--- config.mk ---
export PLATFORM = sky130hd
export DESIGN_NAME = axi_sram_bridge_flat
export DESIGN_NICKNAME = d
export VERILOG_FILES = /design/src/rtl/soc_pkg.sv /design/src/rtl/axi_if.sv /design/src/rtl/axi_sram_bridge.sv /design/src/flat_wrapper.sv
export VERILOG_INCLUDE_DIRS = /design/src /design/src/rtl
export SDC_FILE = /design/constraint.sdc
export NUM_CORES = 1
export LEC_CHECK = 0
export BUFFER_PORTS_ARGS = -buffer_cell sky130_fd_sc_hd__buf_2
export CORE_AREA = 10 10 149 151
export DETAILED_ROUTE_END_ITERATION = 8
export DIE_AREA = 0 0 159 161
export GPL_ROUTABILITY_DRIVEN = 0
export GPL_TIMING_DRIVEN = 1
export RECOVER_POWER = 50
export SLEW_MARGIN = 20
export SYNTH_ARGS = -nofsm -noshare
export SYNTH_HDL_FRONTEND = slang
export SYNTH_SLANG_ARGS = --single-unit
--- constraint.sdc ---
create_clock -name clk -period 6.88 [get_ports clk]
set_input_delay 0.344 -clock clk [delete_from_list [all_inputs] [get_ports clk]]
set_output_delay 0.344 -clock clk [all_outputs]
set_load 0.005 [all_outputs]
--- src/rtl/soc_defines.svh ---
`ifndef SOC_DEFINES_SVH
`define SOC_DEFINES_SVH

// bus geometry
`define SOC_ADDR_WIDTH 32
`define SOC_DATA_WIDTH 64
`define SOC_ID_WIDTH 4
`define SOC_LEN_WIDTH 8

// main ram region
`define SOC_RAM_BASE 32'h1c00_0000
`define SOC_RAM_ADDR_BITS 16

// video ram region
`define SOC_VGA_BASE 32'h0001_0000
`define SOC_VGA_ADDR_BITS 11

`endif

--- src/rtl/soc_pkg.sv ---
package soc_pkg;

   // encodings as on the AXI wires
   typedef enum logic [1:0] {
      OKAY   = 2'b00,
      DECERR = 2'b11
   } axi_resp_e;

   typedef enum logic [1:0] {
      FIXED = 2'b00,
      INCR  = 2'b01,
      WRAP  = 2'b10
   } axi_burst_e;

   // sram bridge sequencing
   typedef enum logic [2:0] {
      IDLE,
      RD_ADDR,
      RD_DATA,
      WR_DATA,
      WR_RESP
   } bridge_state_e;

endpackage

--- src/rtl/axi_if.sv ---
`include "soc_defines.svh"

interface axi_if;
   import soc_pkg::*;

   // write address
   logic [`SOC_ID_WIDTH-1:0]       awid;
   logic [`SOC_ADDR_WIDTH-1:0]     awaddr;
   logic [`SOC_LEN_WIDTH-1:0]      awlen;
   axi_burst_e                     awburst;
   logic                           awvalid;
   logic                           awready;

   // write data
   logic [`SOC_DATA_WIDTH-1:0]     wdata;
   logic [`SOC_DATA_WIDTH/8-1:0]   wstrb;
   logic                           wlast;
   logic                           wvalid;
   logic                           wready;

   // write response
   logic [`SOC_ID_WIDTH-1:0]       bid;
   axi_resp_e                      bresp;
   logic                           bvalid;
   logic                           bready;

   // read address
   logic [`SOC_ID_WIDTH-1:0]       arid;
   logic [`SOC_ADDR_WIDTH-1:0]     araddr;
   logic [`SOC_LEN_WIDTH-1:0]      arlen;
   axi_burst_e                     arburst;
   logic                           arvalid;
   logic                           arready;

   // read data
   logic [`SOC_ID_WIDTH-1:0]       rid;
   logic [`SOC_DATA_WIDTH-1:0]     rdata;
   axi_resp_e                      rresp;
   logic                           rlast;
   logic                           rvalid;
   logic                           rready;

   modport master (
      output awid, awaddr, awlen, awburst, awvalid, wdata, wstrb, wlast, wvalid, bready,
      output arid, araddr, arlen, arburst, arvalid, rready,
      input  awready, wready, bid, bresp, bvalid, arready, rid, rdata, rresp, rlast, rvalid
   );

   modport slave (
      input  awid, awaddr, awlen, awburst, awvalid, wdata, wstrb, wlast, wvalid, bready,
      input  arid, araddr, arlen, arburst, arvalid, rready,
      output awready, wready, bid, bresp, bvalid, arready, rid, rdata, rresp, rlast, rvalid
   );

endinterface

--- src/rtl/axi_sram_bridge.sv ---
`include "soc_defines.svh"

module axi_sram_bridge #(
   parameter int WORD_BITS = 13
) (
   input  logic                          clk,
   input  logic                          resetn,
   axi_if.slave                          bus,
   output logic [WORD_BITS-1:0]          ram_addr,
   output logic [`SOC_DATA_WIDTH-1:0]    ram_wdata,
   output logic [`SOC_DATA_WIDTH/8-1:0]  ram_wen,
   output logic                          ram_ren,
   input  logic [`SOC_DATA_WIDTH-1:0]    ram_rdata
);
   import soc_pkg::*;

   bridge_state_e              state;
   logic [`SOC_ID_WIDTH-1:0]   id_q;
   logic [WORD_BITS-1:0]       addr_q;
   logic [`SOC_LEN_WIDTH-1:0]  cnt_q;
   axi_burst_e                 burst_q;
   logic                       ar_hs;
   logic                       aw_hs;
   logic                       w_hs;
   logic                       r_hs;
   logic                       b_hs;

   assign ar_hs = bus.arvalid && bus.arready;
   assign aw_hs = bus.awvalid && bus.awready;
   assign w_hs  = bus.wvalid && bus.wready;
   assign r_hs  = bus.rvalid && bus.rready;
   assign b_hs  = bus.bvalid && bus.bready;

   // reads take priority when both arrive together
   assign bus.arready = (state == IDLE);
   assign bus.awready = (state == IDLE) && !bus.arvalid;
   assign bus.wready  = (state == WR_DATA);

   assign bus.bvalid  = (state == WR_RESP);
   assign bus.bid     = id_q;
   assign bus.bresp   = OKAY;

   assign bus.rvalid  = (state == RD_DATA);
   assign bus.rid     = id_q;
   assign bus.rdata   = ram_rdata;
   assign bus.rresp   = OKAY;
   assign bus.rlast   = (state == RD_DATA) && (cnt_q == '0);

   // one port serves both directions
   assign ram_addr  = addr_q;
   assign ram_ren   = (state == RD_ADDR);
   assign ram_wdata = bus.wdata;
   assign ram_wen   = w_hs ? bus.wstrb : '0;

   always_ff @(posedge clk)
   begin
      if (!resetn)
         state <= IDLE;
      else
      begin
         case (state)
            IDLE:
            begin
               if (ar_hs)
                  state <= RD_ADDR;
               else if (aw_hs)
                  state <= WR_DATA;
            end
            RD_ADDR:
               state <= RD_DATA;
            RD_DATA:
            begin
               if (r_hs)
                  state <= (cnt_q == '0) ? IDLE : RD_ADDR;
            end
            WR_DATA:
            begin
               if (w_hs && bus.wlast)
                  state <= WR_RESP;
            end
            WR_RESP:
            begin
               if (b_hs)
                  state <= IDLE;
            end
            default:
               state <= IDLE;
         endcase
      end
   end

   // burst context, cnt_q counts beats still to go
   always_ff @(posedge clk)
   begin
      if (ar_hs)
      begin
         id_q    <= bus.arid;
         addr_q  <= bus.araddr[WORD_BITS+2:3];
         cnt_q   <= bus.arlen;
         burst_q <= bus.arburst;
      end
      else if (aw_hs)
      begin
         id_q    <= bus.awid;
         addr_q  <= bus.awaddr[WORD_BITS+2:3];
         cnt_q   <= bus.awlen;
         burst_q <= bus.awburst;
      end
      else if (r_hs || w_hs)
      begin
         cnt_q <= cnt_q - 1'b1;
         if (burst_q == INCR)
            addr_q <= addr_q + 1'b1;
      end
   end

   a_wlast_on_final: assert property (@(posedge clk) disable iff (!resetn)
      w_hs |-> (bus.wlast == (cnt_q == '0)));

   a_r_stable: assert property (@(posedge clk) disable iff (!resetn)
      bus.rvalid && !bus.rready |=> bus.rvalid && $stable(bus.rdata) && $stable(bus.rlast));

endmodule

--- src/flat_wrapper.sv ---
// flat-port wrapper written by rule: the top's interface ports become plain ports
module axi_sram_bridge_flat import soc_pkg::*;
#(
   parameter int WORD_BITS = 13
)
  (clk, resetn, ram_addr, ram_wdata, ram_wen, ram_ren, ram_rdata, bus_awid, bus_awaddr, bus_awlen, bus_awburst, bus_awvalid, bus_wdata, bus_wstrb, bus_wlast, bus_wvalid, bus_bready, bus_arid, bus_araddr, bus_arlen, bus_arburst, bus_arvalid, bus_rready, bus_awready, bus_wready, bus_bid, bus_bresp, bus_bvalid, bus_arready, bus_rid, bus_rdata, bus_rresp, bus_rlast, bus_rvalid);
  axi_if bus_i ();
  input  logic clk;
  input  logic resetn;
  output logic [WORD_BITS-1:0] ram_addr;
  output logic [`SOC_DATA_WIDTH-1:0] ram_wdata;
  output logic [`SOC_DATA_WIDTH/8-1:0] ram_wen;
  output logic ram_ren;
  input  logic [`SOC_DATA_WIDTH-1:0] ram_rdata;
  input wire logic [$bits(bus_i.awid)-1:0] bus_awid;
  input wire logic [$bits(bus_i.awaddr)-1:0] bus_awaddr;
  input wire logic [$bits(bus_i.awlen)-1:0] bus_awlen;
  input wire logic [$bits(bus_i.awburst)-1:0] bus_awburst;
  input wire logic [$bits(bus_i.awvalid)-1:0] bus_awvalid;
  input wire logic [$bits(bus_i.wdata)-1:0] bus_wdata;
  input wire logic [$bits(bus_i.wstrb)-1:0] bus_wstrb;
  input wire logic [$bits(bus_i.wlast)-1:0] bus_wlast;
  input wire logic [$bits(bus_i.wvalid)-1:0] bus_wvalid;
  input wire logic [$bits(bus_i.bready)-1:0] bus_bready;
  input wire logic [$bits(bus_i.arid)-1:0] bus_arid;
  input wire logic [$bits(bus_i.araddr)-1:0] bus_araddr;
  input wire logic [$bits(bus_i.arlen)-1:0] bus_arlen;
  input wire logic [$bits(bus_i.arburst)-1:0] bus_arburst;
  input wire logic [$bits(bus_i.arvalid)-1:0] bus_arvalid;
  input wire logic [$bits(bus_i.rready)-1:0] bus_rready;
  output wire logic [$bits(bus_i.awready)-1:0] bus_awready;
  output wire logic [$bits(bus_i.wready)-1:0] bus_wready;
  output wire logic [$bits(bus_i.bid)-1:0] bus_bid;
  output wire logic [$bits(bus_i.bresp)-1:0] bus_bresp;
  output wire logic [$bits(bus_i.bvalid)-1:0] bus_bvalid;
  output wire logic [$bits(bus_i.arready)-1:0] bus_arready;
  output wire logic [$bits(bus_i.rid)-1:0] bus_rid;
  output wire logic [$bits(bus_i.rdata)-1:0] bus_rdata;
  output wire logic [$bits(bus_i.rresp)-1:0] bus_rresp;
  output wire logic [$bits(bus_i.rlast)-1:0] bus_rlast;
  output wire logic [$bits(bus_i.rvalid)-1:0] bus_rvalid;
  assign bus_i.awid = bus_awid;
  assign bus_i.awaddr = bus_awaddr;
  assign bus_i.awlen = bus_awlen;
  assign bus_i.awburst = bus_awburst;
  assign bus_i.awvalid = bus_awvalid;
  assign bus_i.wdata = bus_wdata;
  assign bus_i.wstrb = bus_wstrb;
  assign bus_i.wlast = bus_wlast;
  assign bus_i.wvalid = bus_wvalid;
  assign bus_i.bready = bus_bready;
  assign bus_i.arid = bus_arid;
  assign bus_i.araddr = bus_araddr;
  assign bus_i.arlen = bus_arlen;
  assign bus_i.arburst = bus_arburst;
  assign bus_i.arvalid = bus_arvalid;
  assign bus_i.rready = bus_rready;
  assign bus_awready = bus_i.awready;
  assign bus_wready = bus_i.wready;
  assign bus_bid = bus_i.bid;
  assign bus_bresp = bus_i.bresp;
  assign bus_bvalid = bus_i.bvalid;
  assign bus_arready = bus_i.arready;
  assign bus_rid = bus_i.rid;
  assign bus_rdata = bus_i.rdata;
  assign bus_rresp = bus_i.rresp;
  assign bus_rlast = bus_i.rlast;
  assign bus_rvalid = bus_i.rvalid;
  axi_sram_bridge #(.WORD_BITS(WORD_BITS)) u_core (.clk(clk), .resetn(resetn), .bus(bus_i), .ram_addr(ram_addr), .ram_wdata(ram_wdata), .ram_wen(ram_wen), .ram_ren(ram_ren), .ram_rdata(ram_rdata));
endmodule
==> flow_metrics.py, run 1 <==
metrics = {
    "layout": {
        "seq_area_um2": 871,
        "layout_commonest_cell": "buf_2",
        "multi_input_area_um2": 1080,
        "area_delta_synth_final_pct": -2.19,
        "layout.nets": 578,
        "mostFrequentLayoutCells": "buf_2, nand2_1, edfxtp_1",
        "n_fill_cell": 2190,
        "layout-drive-gt1-share_pct": 37.2,
    },
    "logic_synthesis": {
        "synth-compound-area-share_pct": 13.7,
        "postSynthAreaPerCell_um2": 8.32,
        "syn_inst": 371,
        "synthMuxAreaShare_pct": 0.973,
        "synth.top_cells.by_area": "buf_4, edfxtp_1, nand2_1",
        "synth_edf_count": 27,
        "synthArstFlopShare_pct": 0,
        "yosys_warnings": 0,
        "synth_xor_area_share_pct": 1.70,
        "yosys.area_share.adder_pct": 0.811,
        "seq_area_frac_synth_pct": 28.2,
        "synth_top_area_share_pct": 33.3,
        "synth_cell_type_count": 46,
        "synth_top_family_by_area": "buffers and inverters",
        "synth-seq-cells": 30,
        "synth_top_area_cell": "buf_4",
        "syn_area_um2": 3090,
        "synthSimpleGateAreaFrac_pct": 17.1,
        "synth_flop_cell": "edfxtp_1",
    },
    "die": {
        "dieHeight_um": 161,
        "initial_core_util_pct": 16.1,
        "num_rows": 51,
        "core_um2": 19200,
        "die_area_um2": 25600,
        "io_pins": 404,
        "dieWidth_um": 159,
    },
    "global_route": {
        "antenna_found_initial": 8,
        "track_usage_pct": 8.17,
        "grt_pass1_wl_um": 15800,
        "grt_pass1_vias": 2394,
        "grt_max_degree": 32,
        "overflow": 0,
    },
    "power": {
        "seqPwrFrac_pct": 37.1,
        "powerDensity_nw_per_um2": 393,
        "internal-power_w": 0.000698,
        "power_w": 0.00119,
        "p_leak_nw": 1.24,
        "p_clk_share_pct": 18.0,
        "switching_share_pct": 41.2,
        "peakVddDrop_mv": 0.0811,
        "p_switching_w": 0.000489,
        "combPwrFrac_pct": 45.0,
    },
    "critical_path": {
        "cpPeakStageDelay_ns": 0.63,
        "worstSetupPathType": "flop to output port",
        "crit_required_ns": 6.54,
        "path_cells": "inv_1, ha_1, or4b_2, nor2_1, and3_1, buf_2",
        "startpoint_type": "flop",
        "crit_arrival_ns": 2.06,
        "cp-end-kind": "output port",
        "cp_slowest_cell": "or4b_2",
        "crit_fanout": 6,
    },
    "cts": {
        "cts_setup_buffers": 0,
        "cts-resized-gates": 0,
        "cts_buffer_depth": 2,
        "cts_hold_buf": 0,
        "cts_tree": "yes",
        "numCtsBuffers": 5,
        "clock_sink_count": 30,
        "path_clk_slew_ns": 0.05,
        "cts-root-buf": "clkbuf_16",
        "cts_max_level": 2,
        "insertion_delay_ns": 0.28,
    },
    "route": {
        "dr.pass1.iters": 4,
        "drc": 0,
        "drtIter0Drc": 91,
        "via_per_inst": 3.80,
        "wl_per_cell_um": 18.3,
        "postRouteAntennaNets": 0,
        "vias": 2322,
        "finalWirelength_um": 11200,
    },
    "sta": {
        "timing.setup.tns_ns": 0,
        "hold_viol": 0,
        "period_needed_ns": 2.40,
        "period_share_pct": 34.9,
        "fin_worst_skew_ns": 0.00425,
        "max_freq_mhz": 416,
        "finalSetupViolCount": 0,
        "relSlewSlack_pct": 55.1,
        "finalMaxSlewViolations": 0,
        "worstMarginPinSlew_ns": 0.664,
        "rsz0062_at_grt": "false",
    },
    "worst_hold_path": {
        "hold_path.class": "primary input to flop",
    },
    "place": {
        "io_buffers": 105,
        "hpwlAfterDp_um": 9090,
    },
    "job": {
        "cap_violations": 0,
    },
    "outcome": {
        "outcome": "finished, final reports clean",
    },
}
## worst max-delay path: cells and delay by family, from the launching register on
kind                       cells  cell delay, ns
DFF                            1            0.46
buffers and inverters          2            0.20
and+or+nand+nor                3            0.90
adders and majority gates      1            0.21
## flip-flops by register name (all words and copies together), names as in the netlist
signal / count
u_core.cnt_q: 8
u_core.bus.bid: 4
u_core.ram_addr: 13
u_core.burst_q: 2
u_core.state: 3
## final timing paths
path | startpoint | to | slack, ns | cells past startpoint
worst max-delay path | u_core.cnt_q[0] | bus_rlast | 4.48 | 6
worst min-delay path | bus_arid[2] | u_core.bus.bid[2] | 0.33 | 3
worst max register to register | u_core.state[2] | u_core.ram_addr[11] | 4.56 | 5
worst min register to register | u_core.state[2] | u_core.state[2] | 0.60 | 2
## cells in the mapped netlist, types with 4 or more instances
library cell and instances:
a21oi_1 11, a22oi_1 5, and3_1 10, buf_4 137
buf_6 5, clkbuf_1 4, edfxtp_1 27, inv_1 7
nand2_1 42, nand3_1 9, nor2_1 12, nor3_1 9
nor4_1 5, o21ai_0 17, o21ai_1 13, o22ai_1 4
xnor2_1 6
## per-stage QoR
step	hold slack (ns)	instances	setup WS [ns]	instance area, µm²	utilization (%)
after global routing	0.337	606	4.31	3010	15.7
after global placement	0.582	598	4.55	2870	14.9
after CTS	0.311	606	4.43	3010	15.7
after detailed placement	0.595	598	4.53	2870	14.9
after floorplan	0.474	374	4.69	3100	-
final	0.325	611	4.48	3020	15.7
## routing by layer
metal  wire length (µm)  vias up  global-route usage (%)
met5                 36        -                       0
met4                483        6                    4.84
met3               1570       63                    5.41
met2               5110      153                    12.8
met1               3960     1013                    7.97
li1                   -     1087                       -
## cell type report
type / count / area share [%]
Sequential cell: 30 / 28.8
Antenna cell: 5 / 0.414
Timing Repair Buffer: 108 / 18.2
Multi-Input combinational cell: 187 / 35.8
Inverter: 8 / 1.24
Clock inverter: 2 / 0.290
Clock buffer: 6 / 4.27
Tap cell: 265 / 11.0
## cell families after synthesis
| logic type | count (synthesis) |
|---|---|
| AO/OA/AOI/OAI | 68 |
| XOR/XNOR | 6 |
| adder cells (fa/ha/maj) | 2 |
| buffers and inverters | 157 |
| flip-flops | 30 |
| multiplexers | 3 |
| other | 1 |
| AND/OR/NAND/NOR | 104 |
## power groups by stage
stage / registers, W / clock network, W / logic, W
after floorplan: 0.000421 / 0 / 0.000428
after global placement: 0.000440 / 0 / 0.000543
after detailed placement: 0.000444 / 0 / 0.000549
after CTS: 0.000440 / 0.000223 / 0.000553
after global routing: 0.000460 / 0.000230 / 0.000610
final: 0.000440 / 0.000213 / 0.000534
Power figures use the tool's default switching activity.
==> run 2, diff against run 1 <==
--- a/config.mk
+++ b/config.mk
@@ -6,10 +6,11 @@
 export SDC_FILE = /design/constraint.sdc
 export NUM_CORES = 1
 export LEC_CHECK = 0
+export ABC_AREA = 1
 export BUFFER_PORTS_ARGS = -buffer_cell sky130_fd_sc_hd__buf_2
-export CORE_AREA = 10 10 149 151
+export CORE_AREA = 10 10 147 149
 export DETAILED_ROUTE_END_ITERATION = 8
-export DIE_AREA = 0 0 159 161
+export DIE_AREA = 0 0 157 159
 export GPL_ROUTABILITY_DRIVEN = 0
 export GPL_TIMING_DRIVEN = 1
 export RECOVER_POWER = 50
==> constraint.sdc (replaced) <==
create_clock -name clk -period 2.15 [get_ports clk]
set_input_delay 0.1075 -clock clk [delete_from_list [all_inputs] [get_ports clk]]
set_output_delay 0.1075 -clock clk [all_outputs]
set_load 0.005 [all_outputs]
==> run 2 against run 1 <==
  * Wire length about the same
  * First-iteration DRC count increased by 19%
  * Die area decreased by 2.5%
  * Via count increased by 11%
  * Clock power increased to 3.9 times the previous value
  * Clock skew increased by 0.0030 ns
  * Largest cell class unchanged
  * Largest power group unchanged
==> flow_metrics.py, run 2 <==
metrics = {
    "outcome": {
        "outcome": "finished, final reports clean",
    },
    "logic_synthesis": {
        "syn_area_um2": 3230,
        "synth_top_area_share_pct": 31.6,
        "synth-seq-cells": 30,
        "yosys_warnings": 0,
        "synth_cell_type_count": 30,
        "synth_flop_cell": "edfxtp_1",
        "seq_area_frac_synth_pct": 27.0,
        "synth.most_common_cell": "buf_4",
        "yosys-top-cells-count": "buf_4, nand2_1, nor2_1, inv_1, nand3_1",
        "synth_edf_count": 27,
        "postSynthAreaPerCell_um2": 7.16,
        "synth_top_area_cell": "buf_4",
        "syn_inst": 451,
        "synth.top_cells.by_area": "buf_4, edfxtp_1, nand2_1",
        "synthArstFlopShare_pct": 0,
    },
    "power": {
        "switching_share_pct": 42.8,
        "p_leak_nw": 1.60,
        "powerDensity_nw_per_um2": 1320,
        "seqPwrFrac_pct": 32.4,
        "combPwrFrac_pct": 47.7,
        "internal-power_w": 0.00240,
        "p_switching_w": 0.00180,
        "p_clk_share_pct": 20.0,
        "peakVddDrop_mv": 0.378,
        "power_w": 0.00421,
    },
    "cts": {
        "cts-resized-gates": 0,
        "path_clk_slew_ns": 0.06,
        "cts_setup_buffers": 0,
        "numCtsBuffers": 5,
        "cts_buffer_depth": 2,
        "cts_tree": "yes",
        "clock_sink_count": 30,
        "cts_hold_buf": 0,
        "cts_max_level": 2,
        "insertion_delay_ns": 0.29,
        "cts-root-buf": "clkbuf_16",
    },
    "die": {
        "io_pins": 404,
        "dieWidth_um": 157,
        "core_um2": 18600,
        "dieHeight_um": 159,
        "initial_core_util_pct": 17.4,
        "die_area_um2": 25000,
        "num_rows": 50,
    },
    "place": {
        "io_buffers": 105,
        "hpwlAfterDp_um": 8960,
    },
    "layout": {
        "mostFrequentLayoutCells": "nand2_1, buf_2, nor2_1",
        "layout.nets": 666,
        "largest_reg_flops": 13,
        "multi_input_area_um2": 1130,
        "n_fill_cell": 2136,
        "layout-drive-gt1-share_pct": 31.7,
        "seq_area_um2": 871,
        "area_delta_synth_final_pct": -1.43,
        "layout_commonest_cell": "nand2_1",
    },
    "critical_path": {
        "worst_r2r_endpoint": "u_core.cnt_q[6]",
        "path_buf_inv": 2,
        "crit-reg2reg-launch": "u_core.state[0]",
        "worst-r2r-cell-count": 5,
        "cp-end-kind": "output port",
        "crit_arrival_ns": 1.72,
        "crit_required_ns": 2.04,
        "worstSetupPathType": "flop to output port",
        "cpPeakStageDelay_ns": 0.39,
        "startpoint_type": "flop",
        "path_cells": "inv_1, ha_1, nand2_1, nor3_1, buf_2",
        "cp_slowest_cell": "edfxtp_1",
        "regToRegSetupSlack_ns": 0.38,
        "crit_fanout": 4,
        "crit_family": "simple AND/OR/NAND/NOR gates",
    },
    "route": {
        "via_per_inst": 3.88,
        "drc": 0,
        "drtIter0Drc": 108,
        "finalWirelength_um": 11200,
        "vias": 2573,
        "dr.pass1.iters": 4,
        "wl_per_cell_um": 16.8,
        "postRouteAntennaNets": 0,
    },
    "global_route": {
        "overflow": 0,
        "grt_pass1_vias": 2772,
        "grt_max_degree": 26,
        "grt_pass1_wl_um": 16400,
        "antenna_found_initial": 2,
        "track_usage_pct": 8.77,
    },
    "sta": {
        "period_share_pct": 85.1,
        "relSlewSlack_pct": 66.7,
        "finalMaxSlewViolations": 0,
        "fin_worst_skew_ns": 0.00723,
        "period_needed_ns": 1.83,
        "rsz0062_at_grt": "false",
        "max_freq_mhz": 547,
        "finalSetupViolCount": 0,
        "worstMarginPinSlew_ns": 0.497,
        "timing.setup.tns_ns": 0,
        "hold_viol": 0,
    },
    "worst_hold_path": {
        "hold_path_depth": 3,
        "worstHoldStart": "resetn",
        "hold_path.class": "primary input to flop",
        "hold_path_end": "u_core.state[0]",
    },
    "job": {
        "cap_violations": 0,
    },
}
run 2: area by class of cell:
| type | instances | area share [%] |
|---|---|---|
| sequential | 30 | 27.4 |
| inverter | 36 | 4.32 |
| timing repair buffer | 111 | 18.3 |
| clock inverter | 1 | 0.943 |
| antenna | 1 | 0.0786 |
| clock buffer | 7 | 4.17 |
| tap | 234 | 9.20 |
| multi-input combinational | 244 | 35.6 |
run 2: cell families after synthesis:
logic type / after synthesis / synth area share (%)
XOR/XNOR: 2 / 0.543
adder cells (fa/ha/maj): 2 / 0.775
AO/OA/AOI/OAI: 28 / 4.46
flip-flops: 30 / 27.0
buffers and inverters: 180 / 38.3
AND/OR/NAND/NOR: 208 / 28.9
other: 1 / 0.116
run 2: how the worst max path moves through the flow:
stage | slack [ns] | start | endpoint | cells after the start
floorplan | 0.46 | u_core.state[1] | u_core.ram_addr[0] | 6
global placement | 0.37 | u_core.state[0] | u_core.cnt_q[2] | 5
detailed placement | 0.30 | u_core.state[0] | u_core.cnt_q[3] | 5
CTS | 0.29 | u_core.cnt_q[0] | bus_rlast | 5
global route | 0.13 | u_core.ram_addr[0] | u_core.ram_addr[8] | 8
finish | 0.32 | u_core.cnt_q[0] | bus_rlast | 5
run 2: power by group through the flow:
stage / Clock (W) / Combinational [W] / Sequential [W]
floorplan: 0 / 0.00152 / 0.00132
global placement: 0 / 0.00203 / 0.00135
detailed placement: 0 / 0.00206 / 0.00137
CTS: 0.000885 / 0.00206 / 0.00136
finish: 0.000840 / 0.00200 / 0.00136
global route: 0.000905 / 0.00232 / 0.00142
run 2: routing by layer:
layer  share of wire (%)  global-route usage, %
met4                 6.1                   6.01
met5               0.063                      0
met2                  42                   12.4
met3                  13                   5.07
met1                  39                   9.63
run 2: through the flow:
| step | utilization [%] | worst slack (ns) | cells | cell area (µm²) | hold slack [ns] |
|---|---|---|---|---|---|
| after global routing | 17.1 | 0.129 | 663 | 3180 | 0.0560 |
| after floorplan | - | 0.456 | 454 | 3240 | 0.228 |
| after CTS | 17.1 | 0.290 | 663 | 3180 | 0.0392 |
| final | 17.1 | 0.321 | 664 | 3180 | 0.0501 |
| after global placement | 16.2 | 0.375 | 655 | 3020 | 0.215 |
| after detailed placement | 16.2 | 0.299 | 655 | 3020 | 0.215 |
run 2: worst min-delay path, delay by kind of cell:
family / cells / cell delay [ns]
buffers and inverters: 1 / 0.10
AND/OR/NAND/NOR: 2 / 0.08
