$ cat src/rtl/soc_defines.svh
`ifndef SOC_DEFINES_SVH
`define SOC_DEFINES_SVH

// bus geometry
`define SOC_ADDR_WIDTH 32
`define SOC_DATA_WIDTH 64
`define SOC_ID_WIDTH 4
`define SOC_LEN_WIDTH 8

// main ram region
`define SOC_RAM_BASE 32'h1c00_0000
`define SOC_RAM_ADDR_BITS 16

// video ram region
`define SOC_VGA_BASE 32'h0001_0000
`define SOC_VGA_ADDR_BITS 11

`endif

$ cat src/rtl/soc_pkg.sv
package soc_pkg;

   // encodings as on the AXI wires
   typedef enum logic [1:0] {
      OKAY   = 2'b00,
      DECERR = 2'b11
   } axi_resp_e;

   typedef enum logic [1:0] {
      FIXED = 2'b00,
      INCR  = 2'b01,
      WRAP  = 2'b10
   } axi_burst_e;

   // sram bridge sequencing
   typedef enum logic [2:0] {
      IDLE,
      RD_ADDR,
      RD_DATA,
      WR_DATA,
      WR_RESP
   } bridge_state_e;

endpackage

$ cat src/rtl/axi_if.sv
`include "soc_defines.svh"

interface axi_if;
   import soc_pkg::*;

   // write address
   logic [`SOC_ID_WIDTH-1:0]       awid;
   logic [`SOC_ADDR_WIDTH-1:0]     awaddr;
   logic [`SOC_LEN_WIDTH-1:0]      awlen;
   axi_burst_e                     awburst;
   logic                           awvalid;
   logic                           awready;

   // write data
   logic [`SOC_DATA_WIDTH-1:0]     wdata;
   logic [`SOC_DATA_WIDTH/8-1:0]   wstrb;
   logic                           wlast;
   logic                           wvalid;
   logic                           wready;

   // write response
   logic [`SOC_ID_WIDTH-1:0]       bid;
   axi_resp_e                      bresp;
   logic                           bvalid;
   logic                           bready;

   // read address
   logic [`SOC_ID_WIDTH-1:0]       arid;
   logic [`SOC_ADDR_WIDTH-1:0]     araddr;
   logic [`SOC_LEN_WIDTH-1:0]      arlen;
   axi_burst_e                     arburst;
   logic                           arvalid;
   logic                           arready;

   // read data
   logic [`SOC_ID_WIDTH-1:0]       rid;
   logic [`SOC_DATA_WIDTH-1:0]     rdata;
   axi_resp_e                      rresp;
   logic                           rlast;
   logic                           rvalid;
   logic                           rready;

   modport master (
      output awid, awaddr, awlen, awburst, awvalid, wdata, wstrb, wlast, wvalid, bready,
      output arid, araddr, arlen, arburst, arvalid, rready,
      input  awready, wready, bid, bresp, bvalid, arready, rid, rdata, rresp, rlast, rvalid
   );

   modport slave (
      input  awid, awaddr, awlen, awburst, awvalid, wdata, wstrb, wlast, wvalid, bready,
      input  arid, araddr, arlen, arburst, arvalid, rready,
      output awready, wready, bid, bresp, bvalid, arready, rid, rdata, rresp, rlast, rvalid
   );

endinterface

$ cat src/rtl/axi_addr_decoder.sv
`include "soc_defines.svh"

module axi_addr_decoder (
   input  logic   clk,
   input  logic   resetn,
   axi_if.slave   up,
   axi_if.master  ram,
   axi_if.master  vga
);
   import soc_pkg::*;

   localparam logic [`SOC_ADDR_WIDTH-1:0] RAM_BASE = `SOC_RAM_BASE;
   localparam logic [`SOC_ADDR_WIDTH-1:0] VGA_BASE = `SOC_VGA_BASE;

   logic                       ar_ram;
   logic                       ar_vga;
   logic                       aw_ram;
   logic                       aw_vga;
   logic                       rd_busy;
   logic                       rd_ram;
   logic                       rd_vga;
   logic [`SOC_ID_WIDTH-1:0]   rd_id;
   logic [`SOC_LEN_WIDTH-1:0]  rd_cnt;
   logic                       wr_busy;
   logic                       wr_ram;
   logic                       wr_vga;
   logic                       wr_bpend;
   logic [`SOC_ID_WIDTH-1:0]   wr_id;
   logic                       up_ar_hs;
   logic                       up_aw_hs;
   logic                       up_r_hs;
   logic                       up_r_done;
   logic                       up_w_hs;
   logic                       up_b_done;

   // upper address bits must match the region base
   function automatic logic region_hit(input logic [`SOC_ADDR_WIDTH-1:0] addr,
                                       input logic [`SOC_ADDR_WIDTH-1:0] base,
                                       input int bits);
      return (addr >> bits) == (base >> bits);
   endfunction

   assign ar_ram = region_hit(up.araddr, RAM_BASE, `SOC_RAM_ADDR_BITS);
   assign ar_vga = region_hit(up.araddr, VGA_BASE, `SOC_VGA_ADDR_BITS);
   assign aw_ram = region_hit(up.awaddr, RAM_BASE, `SOC_RAM_ADDR_BITS);
   assign aw_vga = region_hit(up.awaddr, VGA_BASE, `SOC_VGA_ADDR_BITS);

   assign up_ar_hs  = up.arvalid && up.arready;
   assign up_aw_hs  = up.awvalid && up.awready;
   assign up_r_hs   = up.rvalid && up.rready;
   assign up_r_done = up_r_hs && up.rlast;
   assign up_w_hs   = up.wvalid && up.wready;
   assign up_b_done = up.bvalid && up.bready;

   // read address, unmapped requests are taken at once
   assign ram.arvalid = up.arvalid && !rd_busy && ar_ram;
   assign vga.arvalid = up.arvalid && !rd_busy && ar_vga;
   assign up.arready  = !rd_busy && (ar_ram ? ram.arready : (ar_vga ? vga.arready : 1'b1));
   assign ram.arid    = up.arid;
   assign ram.araddr  = up.araddr;
   assign ram.arlen   = up.arlen;
   assign ram.arburst = up.arburst;
   assign vga.arid    = up.arid;
   assign vga.araddr  = up.araddr;
   assign vga.arlen   = up.arlen;
   assign vga.arburst = up.arburst;

   // write address and data
   assign ram.awvalid = up.awvalid && !wr_busy && aw_ram;
   assign vga.awvalid = up.awvalid && !wr_busy && aw_vga;
   assign up.awready  = !wr_busy && (aw_ram ? ram.awready : (aw_vga ? vga.awready : 1'b1));
   assign ram.awid    = up.awid;
   assign ram.awaddr  = up.awaddr;
   assign ram.awlen   = up.awlen;
   assign ram.awburst = up.awburst;
   assign vga.awid    = up.awid;
   assign vga.awaddr  = up.awaddr;
   assign vga.awlen   = up.awlen;
   assign vga.awburst = up.awburst;
   assign ram.wvalid  = up.wvalid && wr_busy && wr_ram;
   assign vga.wvalid  = up.wvalid && wr_busy && wr_vga;
   assign ram.wdata   = up.wdata;
   assign ram.wstrb   = up.wstrb;
   assign ram.wlast   = up.wlast;
   assign vga.wdata   = up.wdata;
   assign vga.wstrb   = up.wstrb;
   assign vga.wlast   = up.wlast;

   assign ram.rready = up.rready && rd_ram;
   assign vga.rready = up.rready && rd_vga;
   assign ram.bready = up.bready && wr_ram;
   assign vga.bready = up.bready && wr_vga;

   // return channels, falling back to decode error beats
   always_comb
   begin
      up.rvalid = rd_busy;
      up.rid    = rd_id;
      up.rdata  = '0;
      up.rresp  = DECERR;
      up.rlast  = (rd_cnt == '0);
      if (rd_ram)
      begin
         up.rvalid = ram.rvalid;
         up.rid    = ram.rid;
         up.rdata  = ram.rdata;
         up.rresp  = ram.rresp;
         up.rlast  = ram.rlast;
      end
      else if (rd_vga)
      begin
         up.rvalid = vga.rvalid;
         up.rid    = vga.rid;
         up.rdata  = vga.rdata;
         up.rresp  = vga.rresp;
         up.rlast  = vga.rlast;
      end
   end

   always_comb
   begin
      up.wready = wr_busy && !wr_bpend;
      up.bvalid = wr_bpend;
      up.bid    = wr_id;
      up.bresp  = DECERR;
      if (wr_ram)
      begin
         up.wready = ram.wready;
         up.bvalid = ram.bvalid;
         up.bid    = ram.bid;
         up.bresp  = ram.bresp;
      end
      else if (wr_vga)
      begin
         up.wready = vga.wready;
         up.bvalid = vga.bvalid;
         up.bid    = vga.bid;
         up.bresp  = vga.bresp;
      end
   end

   always_ff @(posedge clk)
   begin
      if (!resetn)
      begin
         rd_busy  <= 1'b0;
         rd_ram   <= 1'b0;
         rd_vga   <= 1'b0;
         wr_busy  <= 1'b0;
         wr_ram   <= 1'b0;
         wr_vga   <= 1'b0;
         wr_bpend <= 1'b0;
      end
      else
      begin
         if (up_ar_hs)
         begin
            rd_busy <= 1'b1;
            rd_ram  <= ar_ram;
            rd_vga  <= ar_vga;
         end
         else if (up_r_done)
            rd_busy <= 1'b0;

         if (up_aw_hs)
         begin
            wr_busy <= 1'b1;
            wr_ram  <= aw_ram;
            wr_vga  <= aw_vga;
         end
         else if (up_b_done)
         begin
            wr_busy  <= 1'b0;
            wr_bpend <= 1'b0;
         end
         else if (up_w_hs && up.wlast && !wr_ram && !wr_vga)
            wr_bpend <= 1'b1;
      end
   end

   // decode error context
   always_ff @(posedge clk)
   begin
      if (up_ar_hs)
      begin
         rd_id  <= up.arid;
         rd_cnt <= up.arlen;
      end
      else if (up_r_hs)
         rd_cnt <= rd_cnt - 1'b1;
      if (up_aw_hs)
         wr_id <= up.awid;
   end

   a_one_read: assert property (@(posedge clk) disable iff (!resetn)
      up_ar_hs |=> !up_ar_hs until_with up_r_done);

   a_one_write: assert property (@(posedge clk) disable iff (!resetn)
      up_aw_hs |=> !up_aw_hs until_with up_b_done);

   a_no_wrap: assert property (@(posedge clk) disable iff (!resetn)
      !(up_ar_hs && up.arburst == WRAP) && !(up_aw_hs && up.awburst == WRAP));

endmodule

$ cat src/flat_wrapper.sv
// flat-port wrapper written by rule: the top's interface ports become plain ports
module axi_addr_decoder_flat import soc_pkg::*;
  (clk, resetn, up_awid, up_awaddr, up_awlen, up_awburst, up_awvalid, up_wdata, up_wstrb, up_wlast, up_wvalid, up_bready, up_arid, up_araddr, up_arlen, up_arburst, up_arvalid, up_rready, up_awready, up_wready, up_bid, up_bresp, up_bvalid, up_arready, up_rid, up_rdata, up_rresp, up_rlast, up_rvalid, ram_awid, ram_awaddr, ram_awlen, ram_awburst, ram_awvalid, ram_wdata, ram_wstrb, ram_wlast, ram_wvalid, ram_bready, ram_arid, ram_araddr, ram_arlen, ram_arburst, ram_arvalid, ram_rready, ram_awready, ram_wready, ram_bid, ram_bresp, ram_bvalid, ram_arready, ram_rid, ram_rdata, ram_rresp, ram_rlast, ram_rvalid, vga_awid, vga_awaddr, vga_awlen, vga_awburst, vga_awvalid, vga_wdata, vga_wstrb, vga_wlast, vga_wvalid, vga_bready, vga_arid, vga_araddr, vga_arlen, vga_arburst, vga_arvalid, vga_rready, vga_awready, vga_wready, vga_bid, vga_bresp, vga_bvalid, vga_arready, vga_rid, vga_rdata, vga_rresp, vga_rlast, vga_rvalid);
  axi_if up_i ();
  axi_if ram_i ();
  axi_if vga_i ();
  input  logic clk;
  input  logic resetn;
  input wire logic [$bits(up_i.awid)-1:0] up_awid;
  input wire logic [$bits(up_i.awaddr)-1:0] up_awaddr;
  input wire logic [$bits(up_i.awlen)-1:0] up_awlen;
  input wire logic [$bits(up_i.awburst)-1:0] up_awburst;
  input wire logic [$bits(up_i.awvalid)-1:0] up_awvalid;
  input wire logic [$bits(up_i.wdata)-1:0] up_wdata;
  input wire logic [$bits(up_i.wstrb)-1:0] up_wstrb;
  input wire logic [$bits(up_i.wlast)-1:0] up_wlast;
  input wire logic [$bits(up_i.wvalid)-1:0] up_wvalid;
  input wire logic [$bits(up_i.bready)-1:0] up_bready;
  input wire logic [$bits(up_i.arid)-1:0] up_arid;
  input wire logic [$bits(up_i.araddr)-1:0] up_araddr;
  input wire logic [$bits(up_i.arlen)-1:0] up_arlen;
  input wire logic [$bits(up_i.arburst)-1:0] up_arburst;
  input wire logic [$bits(up_i.arvalid)-1:0] up_arvalid;
  input wire logic [$bits(up_i.rready)-1:0] up_rready;
  output wire logic [$bits(up_i.awready)-1:0] up_awready;
  output wire logic [$bits(up_i.wready)-1:0] up_wready;
  output wire logic [$bits(up_i.bid)-1:0] up_bid;
  output wire logic [$bits(up_i.bresp)-1:0] up_bresp;
  output wire logic [$bits(up_i.bvalid)-1:0] up_bvalid;
  output wire logic [$bits(up_i.arready)-1:0] up_arready;
  output wire logic [$bits(up_i.rid)-1:0] up_rid;
  output wire logic [$bits(up_i.rdata)-1:0] up_rdata;
  output wire logic [$bits(up_i.rresp)-1:0] up_rresp;
  output wire logic [$bits(up_i.rlast)-1:0] up_rlast;
  output wire logic [$bits(up_i.rvalid)-1:0] up_rvalid;
  output wire logic [$bits(ram_i.awid)-1:0] ram_awid;
  output wire logic [$bits(ram_i.awaddr)-1:0] ram_awaddr;
  output wire logic [$bits(ram_i.awlen)-1:0] ram_awlen;
  output wire logic [$bits(ram_i.awburst)-1:0] ram_awburst;
  output wire logic [$bits(ram_i.awvalid)-1:0] ram_awvalid;
  output wire logic [$bits(ram_i.wdata)-1:0] ram_wdata;
  output wire logic [$bits(ram_i.wstrb)-1:0] ram_wstrb;
  output wire logic [$bits(ram_i.wlast)-1:0] ram_wlast;
  output wire logic [$bits(ram_i.wvalid)-1:0] ram_wvalid;
  output wire logic [$bits(ram_i.bready)-1:0] ram_bready;
  output wire logic [$bits(ram_i.arid)-1:0] ram_arid;
  output wire logic [$bits(ram_i.araddr)-1:0] ram_araddr;
  output wire logic [$bits(ram_i.arlen)-1:0] ram_arlen;
  output wire logic [$bits(ram_i.arburst)-1:0] ram_arburst;
  output wire logic [$bits(ram_i.arvalid)-1:0] ram_arvalid;
  output wire logic [$bits(ram_i.rready)-1:0] ram_rready;
  input wire logic [$bits(ram_i.awready)-1:0] ram_awready;
  input wire logic [$bits(ram_i.wready)-1:0] ram_wready;
  input wire logic [$bits(ram_i.bid)-1:0] ram_bid;
  input wire logic [$bits(ram_i.bresp)-1:0] ram_bresp;
  input wire logic [$bits(ram_i.bvalid)-1:0] ram_bvalid;
  input wire logic [$bits(ram_i.arready)-1:0] ram_arready;
  input wire logic [$bits(ram_i.rid)-1:0] ram_rid;
  input wire logic [$bits(ram_i.rdata)-1:0] ram_rdata;
  input wire logic [$bits(ram_i.rresp)-1:0] ram_rresp;
  input wire logic [$bits(ram_i.rlast)-1:0] ram_rlast;
  input wire logic [$bits(ram_i.rvalid)-1:0] ram_rvalid;
  output wire logic [$bits(vga_i.awid)-1:0] vga_awid;
  output wire logic [$bits(vga_i.awaddr)-1:0] vga_awaddr;
  output wire logic [$bits(vga_i.awlen)-1:0] vga_awlen;
  output wire logic [$bits(vga_i.awburst)-1:0] vga_awburst;
  output wire logic [$bits(vga_i.awvalid)-1:0] vga_awvalid;
  output wire logic [$bits(vga_i.wdata)-1:0] vga_wdata;
  output wire logic [$bits(vga_i.wstrb)-1:0] vga_wstrb;
  output wire logic [$bits(vga_i.wlast)-1:0] vga_wlast;
  output wire logic [$bits(vga_i.wvalid)-1:0] vga_wvalid;
  output wire logic [$bits(vga_i.bready)-1:0] vga_bready;
  output wire logic [$bits(vga_i.arid)-1:0] vga_arid;
  output wire logic [$bits(vga_i.araddr)-1:0] vga_araddr;
  output wire logic [$bits(vga_i.arlen)-1:0] vga_arlen;
  output wire logic [$bits(vga_i.arburst)-1:0] vga_arburst;
  output wire logic [$bits(vga_i.arvalid)-1:0] vga_arvalid;
  output wire logic [$bits(vga_i.rready)-1:0] vga_rready;
  input wire logic [$bits(vga_i.awready)-1:0] vga_awready;
  input wire logic [$bits(vga_i.wready)-1:0] vga_wready;
  input wire logic [$bits(vga_i.bid)-1:0] vga_bid;
  input wire logic [$bits(vga_i.bresp)-1:0] vga_bresp;
  input wire logic [$bits(vga_i.bvalid)-1:0] vga_bvalid;
  input wire logic [$bits(vga_i.arready)-1:0] vga_arready;
  input wire logic [$bits(vga_i.rid)-1:0] vga_rid;
  input wire logic [$bits(vga_i.rdata)-1:0] vga_rdata;
  input wire logic [$bits(vga_i.rresp)-1:0] vga_rresp;
  input wire logic [$bits(vga_i.rlast)-1:0] vga_rlast;
  input wire logic [$bits(vga_i.rvalid)-1:0] vga_rvalid;
  assign up_i.awid = up_awid;
  assign up_i.awaddr = up_awaddr;
  assign up_i.awlen = up_awlen;
  assign up_i.awburst = up_awburst;
  assign up_i.awvalid = up_awvalid;
  assign up_i.wdata = up_wdata;
  assign up_i.wstrb = up_wstrb;
  assign up_i.wlast = up_wlast;
  assign up_i.wvalid = up_wvalid;
  assign up_i.bready = up_bready;
  assign up_i.arid = up_arid;
  assign up_i.araddr = up_araddr;
  assign up_i.arlen = up_arlen;
  assign up_i.arburst = up_arburst;
  assign up_i.arvalid = up_arvalid;
  assign up_i.rready = up_rready;
  assign up_awready = up_i.awready;
  assign up_wready = up_i.wready;
  assign up_bid = up_i.bid;
  assign up_bresp = up_i.bresp;
  assign up_bvalid = up_i.bvalid;
  assign up_arready = up_i.arready;
  assign up_rid = up_i.rid;
  assign up_rdata = up_i.rdata;
  assign up_rresp = up_i.rresp;
  assign up_rlast = up_i.rlast;
  assign up_rvalid = up_i.rvalid;
  assign ram_awid = ram_i.awid;
  assign ram_awaddr = ram_i.awaddr;
  assign ram_awlen = ram_i.awlen;
  assign ram_awburst = ram_i.awburst;
  assign ram_awvalid = ram_i.awvalid;
  assign ram_wdata = ram_i.wdata;
  assign ram_wstrb = ram_i.wstrb;
  assign ram_wlast = ram_i.wlast;
  assign ram_wvalid = ram_i.wvalid;
  assign ram_bready = ram_i.bready;
  assign ram_arid = ram_i.arid;
  assign ram_araddr = ram_i.araddr;
  assign ram_arlen = ram_i.arlen;
  assign ram_arburst = ram_i.arburst;
  assign ram_arvalid = ram_i.arvalid;
  assign ram_rready = ram_i.rready;
  assign ram_i.awready = ram_awready;
  assign ram_i.wready = ram_wready;
  assign ram_i.bid = ram_bid;
  assign ram_i.bresp = ram_bresp;
  assign ram_i.bvalid = ram_bvalid;
  assign ram_i.arready = ram_arready;
  assign ram_i.rid = ram_rid;
  assign ram_i.rdata = ram_rdata;
  assign ram_i.rresp = ram_rresp;
  assign ram_i.rlast = ram_rlast;
  assign ram_i.rvalid = ram_rvalid;
  assign vga_awid = vga_i.awid;
  assign vga_awaddr = vga_i.awaddr;
  assign vga_awlen = vga_i.awlen;
  assign vga_awburst = vga_i.awburst;
  assign vga_awvalid = vga_i.awvalid;
  assign vga_wdata = vga_i.wdata;
  assign vga_wstrb = vga_i.wstrb;
  assign vga_wlast = vga_i.wlast;
  assign vga_wvalid = vga_i.wvalid;
  assign vga_bready = vga_i.bready;
  assign vga_arid = vga_i.arid;
  assign vga_araddr = vga_i.araddr;
  assign vga_arlen = vga_i.arlen;
  assign vga_arburst = vga_i.arburst;
  assign vga_arvalid = vga_i.arvalid;
  assign vga_rready = vga_i.rready;
  assign vga_i.awready = vga_awready;
  assign vga_i.wready = vga_wready;
  assign vga_i.bid = vga_bid;
  assign vga_i.bresp = vga_bresp;
  assign vga_i.bvalid = vga_bvalid;
  assign vga_i.arready = vga_arready;
  assign vga_i.rid = vga_rid;
  assign vga_i.rdata = vga_rdata;
  assign vga_i.rresp = vga_rresp;
  assign vga_i.rlast = vga_rlast;
  assign vga_i.rvalid = vga_rvalid;
  axi_addr_decoder u_core (.clk(clk), .resetn(resetn), .up(up_i), .ram(ram_i), .vga(vga_i));
endmodule
$ cat config.mk
export PLATFORM = sky130hd
export DESIGN_NAME = axi_addr_decoder_flat
export DESIGN_NICKNAME = d
export VERILOG_FILES = /design/src/rtl/soc_pkg.sv /design/src/rtl/axi_if.sv /design/src/rtl/axi_addr_decoder.sv /design/src/flat_wrapper.sv
export VERILOG_INCLUDE_DIRS = /design/src /design/src/rtl
export SDC_FILE = /design/constraint.sdc
export NUM_CORES = 1
export LEC_CHECK = 0
export ABC_AREA = 1
export BUFFER_PORTS_ARGS = -buffer_cell sky130_fd_sc_hd__buf_2
export CAP_MARGIN = 20
export CELL_PAD_IN_SITES_DETAIL_PLACEMENT = 0
export CELL_PAD_IN_SITES_GLOBAL_PLACEMENT = 2
export CORE_AREA = 3 3 293 295
export CTS_BUF_LIST = sky130_fd_sc_hd__clkbuf_8
export DETAILED_ROUTE_END_ITERATION = 7
export DIE_AREA = 0 0 296 298
export GPL_ROUTABILITY_DRIVEN = 0
export PLACE_DENSITY_LB_ADDON = 0.1
export SLEW_MARGIN = 20
export SYNTH_ARGS = -nofsm -noshare
export SYNTH_HDL_FRONTEND = slang
export SYNTH_SLANG_ARGS = --single-unit
$ cat constraint.sdc
create_clock -name clk -period 2.2 [get_ports clk]
set_clock_uncertainty 0.15 [all_clocks]
set_input_delay 0.22 -clock clk [delete_from_list [all_inputs] [get_ports clk]]
set_output_delay 0.22 -clock clk [all_outputs]
set_load 0.005 [all_outputs]
==> results by group <==
Detailed routing
  – Routed vias: 4,512
  – First DRT Iteration DRCs: 152
  – Vias per cell: 2.41
  – Overall routed net length: 34,200 microns
  – Final routed DRC violation total: 0
  – WL/cell: around 18 microns
  – Antenna Violating Nets Remaining: 0
  – DRT Pass-1 Iters: 4

Yosys
  – Avg Inst Size Synth: 7.34 sq um
  – Synthesized net count: 1,005
  – Cell accounting for the most synthesized area: buf_4
  – Yosys warning count: 0
  – Synth Register Bits: 23
  – Ys async rst share: 0
  – Syn Inst Count: 667
  – Area share of the largest cell type after synthesis: 0.506
  – Synth area leaders: buf_4 51%, a22o_1 11%, edfxtp_1 9.8%, nand2_1 4.8%, nor2_1 4.4%
  – Register area share after synthesis: 0.127
  – Post-synth cell types: 36
  – Most used flip-flop cell after synthesis: edfxtp_1
  – Number of synthesized flops with an enable pin: 16
  – Post-Syn Area: 4900 sq um

Clocking
  – CTS Buf Count: 3
  – Clock root cell: clkbuf_8
  – Num Clock Sinks: 23
  – CTS Buffer Depth: 2
  – CTS tree: yes
  – Worst-skew pair later-pin latency: around 300 ps
  – Worst-path clk slew: 110 ps
  – Max H-tree Level: 1

Floorplan
  – Initial core utilization: 0.0587
  – I/O pins: around 760
  – Site Rows: 106
  – Chip height: just under 300 microns
  – Core ar.: ~83,000 sq um
  – Die width: roughly 300 microns
  – Die ar.: between 80,000 and 90,000 sq um

Finish
  – Layout area overhead: 27.1%
  – Final Cell Area: 6220 sq um
  – Layout cells sized above 1: 0.619
  – NumNets Final: 1,131
  – Util after Layout: 0.0746

Worst setup path
  – RR Startpoint: u_core.rd_vga
  – Crit Path Max Fanout: 33
  – Startpoint type of the worst setup path: flip-flop
  – Critical Path End Type: primary output
  – Crit path DAT: 1660 ps
  – Worst Path Required: 1830 ps
  – Worst setup path category: flip-flop to primary output
  – CP startpoint: u_core.rd_ram

Pwr
  – PwrDens: roughly 320 nW/um^2
  – Power, Total: 1.96 mW
  – Pint: 1.17 mW
  – Pleak: 3.06 nW
  – Clock power share: 0.162
  – Seq pwr share: 0.284
  – NetSw: 796 uW
  – Maximum vdd drop: 0.000157 V
  – Logic gate share of total power: 0.554
  – Switching share of power: 0.406

Placement
  – Port Buf Inserts: 439
  – Area of placed instances: between 6000 and 7000 sq um
  – Dpl hpwl: approximately 31,000 microns

Global routing
  – Largest net degree at the start of global routing: 34
  – Initial antenna violation count: 10
  – Global-route wire length before repair: roughly 43,000 microns
  – GRT overflow: 0
  – GRT Util Overall: 0.0720
  – Vias in the first global route: 4,735

Timing
  – Slew headroom: 0.687
  – Max Slew Vio Count: 0
  – RSZ-0062 raised after global routing: false
  – # setup viols final: 0
  – Period utilization: 0.923
  – Tightest Pin Transition: 469 ps
  – Max Fclk: 492 MHz
  – Min Tclk post-route: slightly above 2000 ps
  – Setup TNS: 0 ps
  – Final Hold Fails: 0

Hold path
  – HP Start: up_arlen[5]
  – Hold crit path type: primary input to flip-flop

Job
  – Max-cap violations: 0

Outcome
  – Run status: complete, no violations
[synth_stat cells, types with 2 or more instances]
cell type,number
a21oi_1,13
a22o_1,64
and3_1,2
buf_2,12
buf_4,330
clkbuf_1,5
dfxtp_1,7
edfxtp_1,16
ha_1,2
inv_1,28
inv_2,3
nand2_1,62
nand3_1,12
nand4_1,5
nand4_4,3
nor2_1,57
nor2_2,2
nor3_1,4
o21ai_0,12
o21ai_2,7
o22a_1,2
xnor2_1,3
xor2_1,3
[cells in the final DEF (no fill, tap or decap), drive strengths merged, types with 2 or more instances in the layout]
master       instances
a21oi               13
a22o                64
and3                 2
buf                462
clkbuf               3
dfxtp                7
diode                3
dlygate4sd3          8
edfxtp              16
ha                   2
inv                 33
nand2               63
nand3               12
nand4                8
nor2                60
nor3                 4
o21ai               20
o22a                 2
or2                  3
xnor2                3
xor2                 3
[power by group through the flow]
stage	Clock, mW	Combinational, mW	Sequential [mW]
2_1_floorplan	0	0.863	0.552
3_3_place_gp	0	1.13	0.578
3_5_place_dp	0	1.11	0.576
4_1_cts	0.358	1.14	0.560
5_1_grt	0.363	1.22	0.564
6_report	0.318	1.09	0.556
[logic make-up (layout without fill, tap and decap cells)]
kind of cell / Yosys count / count (layout) / synth area share
other: 0 / 3 / 0
buffers and inverters: 381 / 506 / 0.552
AOI/OAI and AO/OA: 102 / 102 / 0.162
and+or+nand+nor: 153 / 153 / 0.143
adders and majority gates: 2 / 2 / 0.00511
DFF: 23 / 23 / 0.127
xor gates and xnor gates: 6 / 6 / 0.0107
[per-layer routing]
metal | track usage | routed length, microns | vias to the layer above
met5 | 0.00665 | 30 | -
met4 | 0.0314 | 1500 | 4
met3 | 0.0364 | 4390 | 108
met2 | 0.130 | 17200 | 325
met1 | 0.0674 | 11100 | 1976
li1 | - | - | 2099
[path summary, 6_finish.rpt]
| path | slack [ps] | cells past startpoint | end |
|---|---|---|---|
| max | 170 | 4 | up_rdata[57] |
| min | 90 | 3 | u_core.rd_cnt[5] |
| max reg2reg | 320 | 5 | u_core.rd_cnt[4] |
| min reg2reg | 340 | 2 | u_core.rd_busy |
[layout make-up]
cell class              count  area (sq um)
clock buffers               3          41.3
fillers                  9899         77200
inverters                  32           128
flip-flops and latches     23           626
well taps                1080          1350
multi-input cells         263          1580
repair buffers            470          2490
diodes                      3          7.51
clock inverters             1          3.75
[state kept, by name (all words and copies together) (netlist names)]
name	cells
u_core.rd_busy	1
u_core.rd_id	4
u_core.wr_busy	1
u_core.wr_id	4
u_core.rd_vga	1
u_core.rd_ram	1
u_core.wr_ram	1
u_core.wr_vga	1
u_core.wr_bpend	1
u_core.rd_cnt	8
[metrics by stage]
stage / hold WS, ps / setup slack (ps) / cells
after global placement: 290 / 42.0 / 1857
after CTS: 85.4 / 5.89 / 1871
final: 93.5 / 169 / 1875
after global routing: 112 / 9.59 / 1872
after detailed placement: 290 / 73.4 / 1857
after floorplan: 169 / 534 / 667
[repair_timing]
action / CTS / global route
pin swaps: 0 / 1
buffers inserted: 2 / 1
endpoints found under the setup margin: 59 / 1
hold endpoints to repair: 8 / 0
hold buffers: 8 / 0
cloned: 0 / 0
resized for setup: 3 / 2
[worst max-delay path, cell delays in order (launching register included)]
cell,delay (ps)
dfxtp_4,380
buf_4,150
buf_4,370
a22o_1,220
buf_2,200
Note: power is estimated with default switching activity, not from simulation.
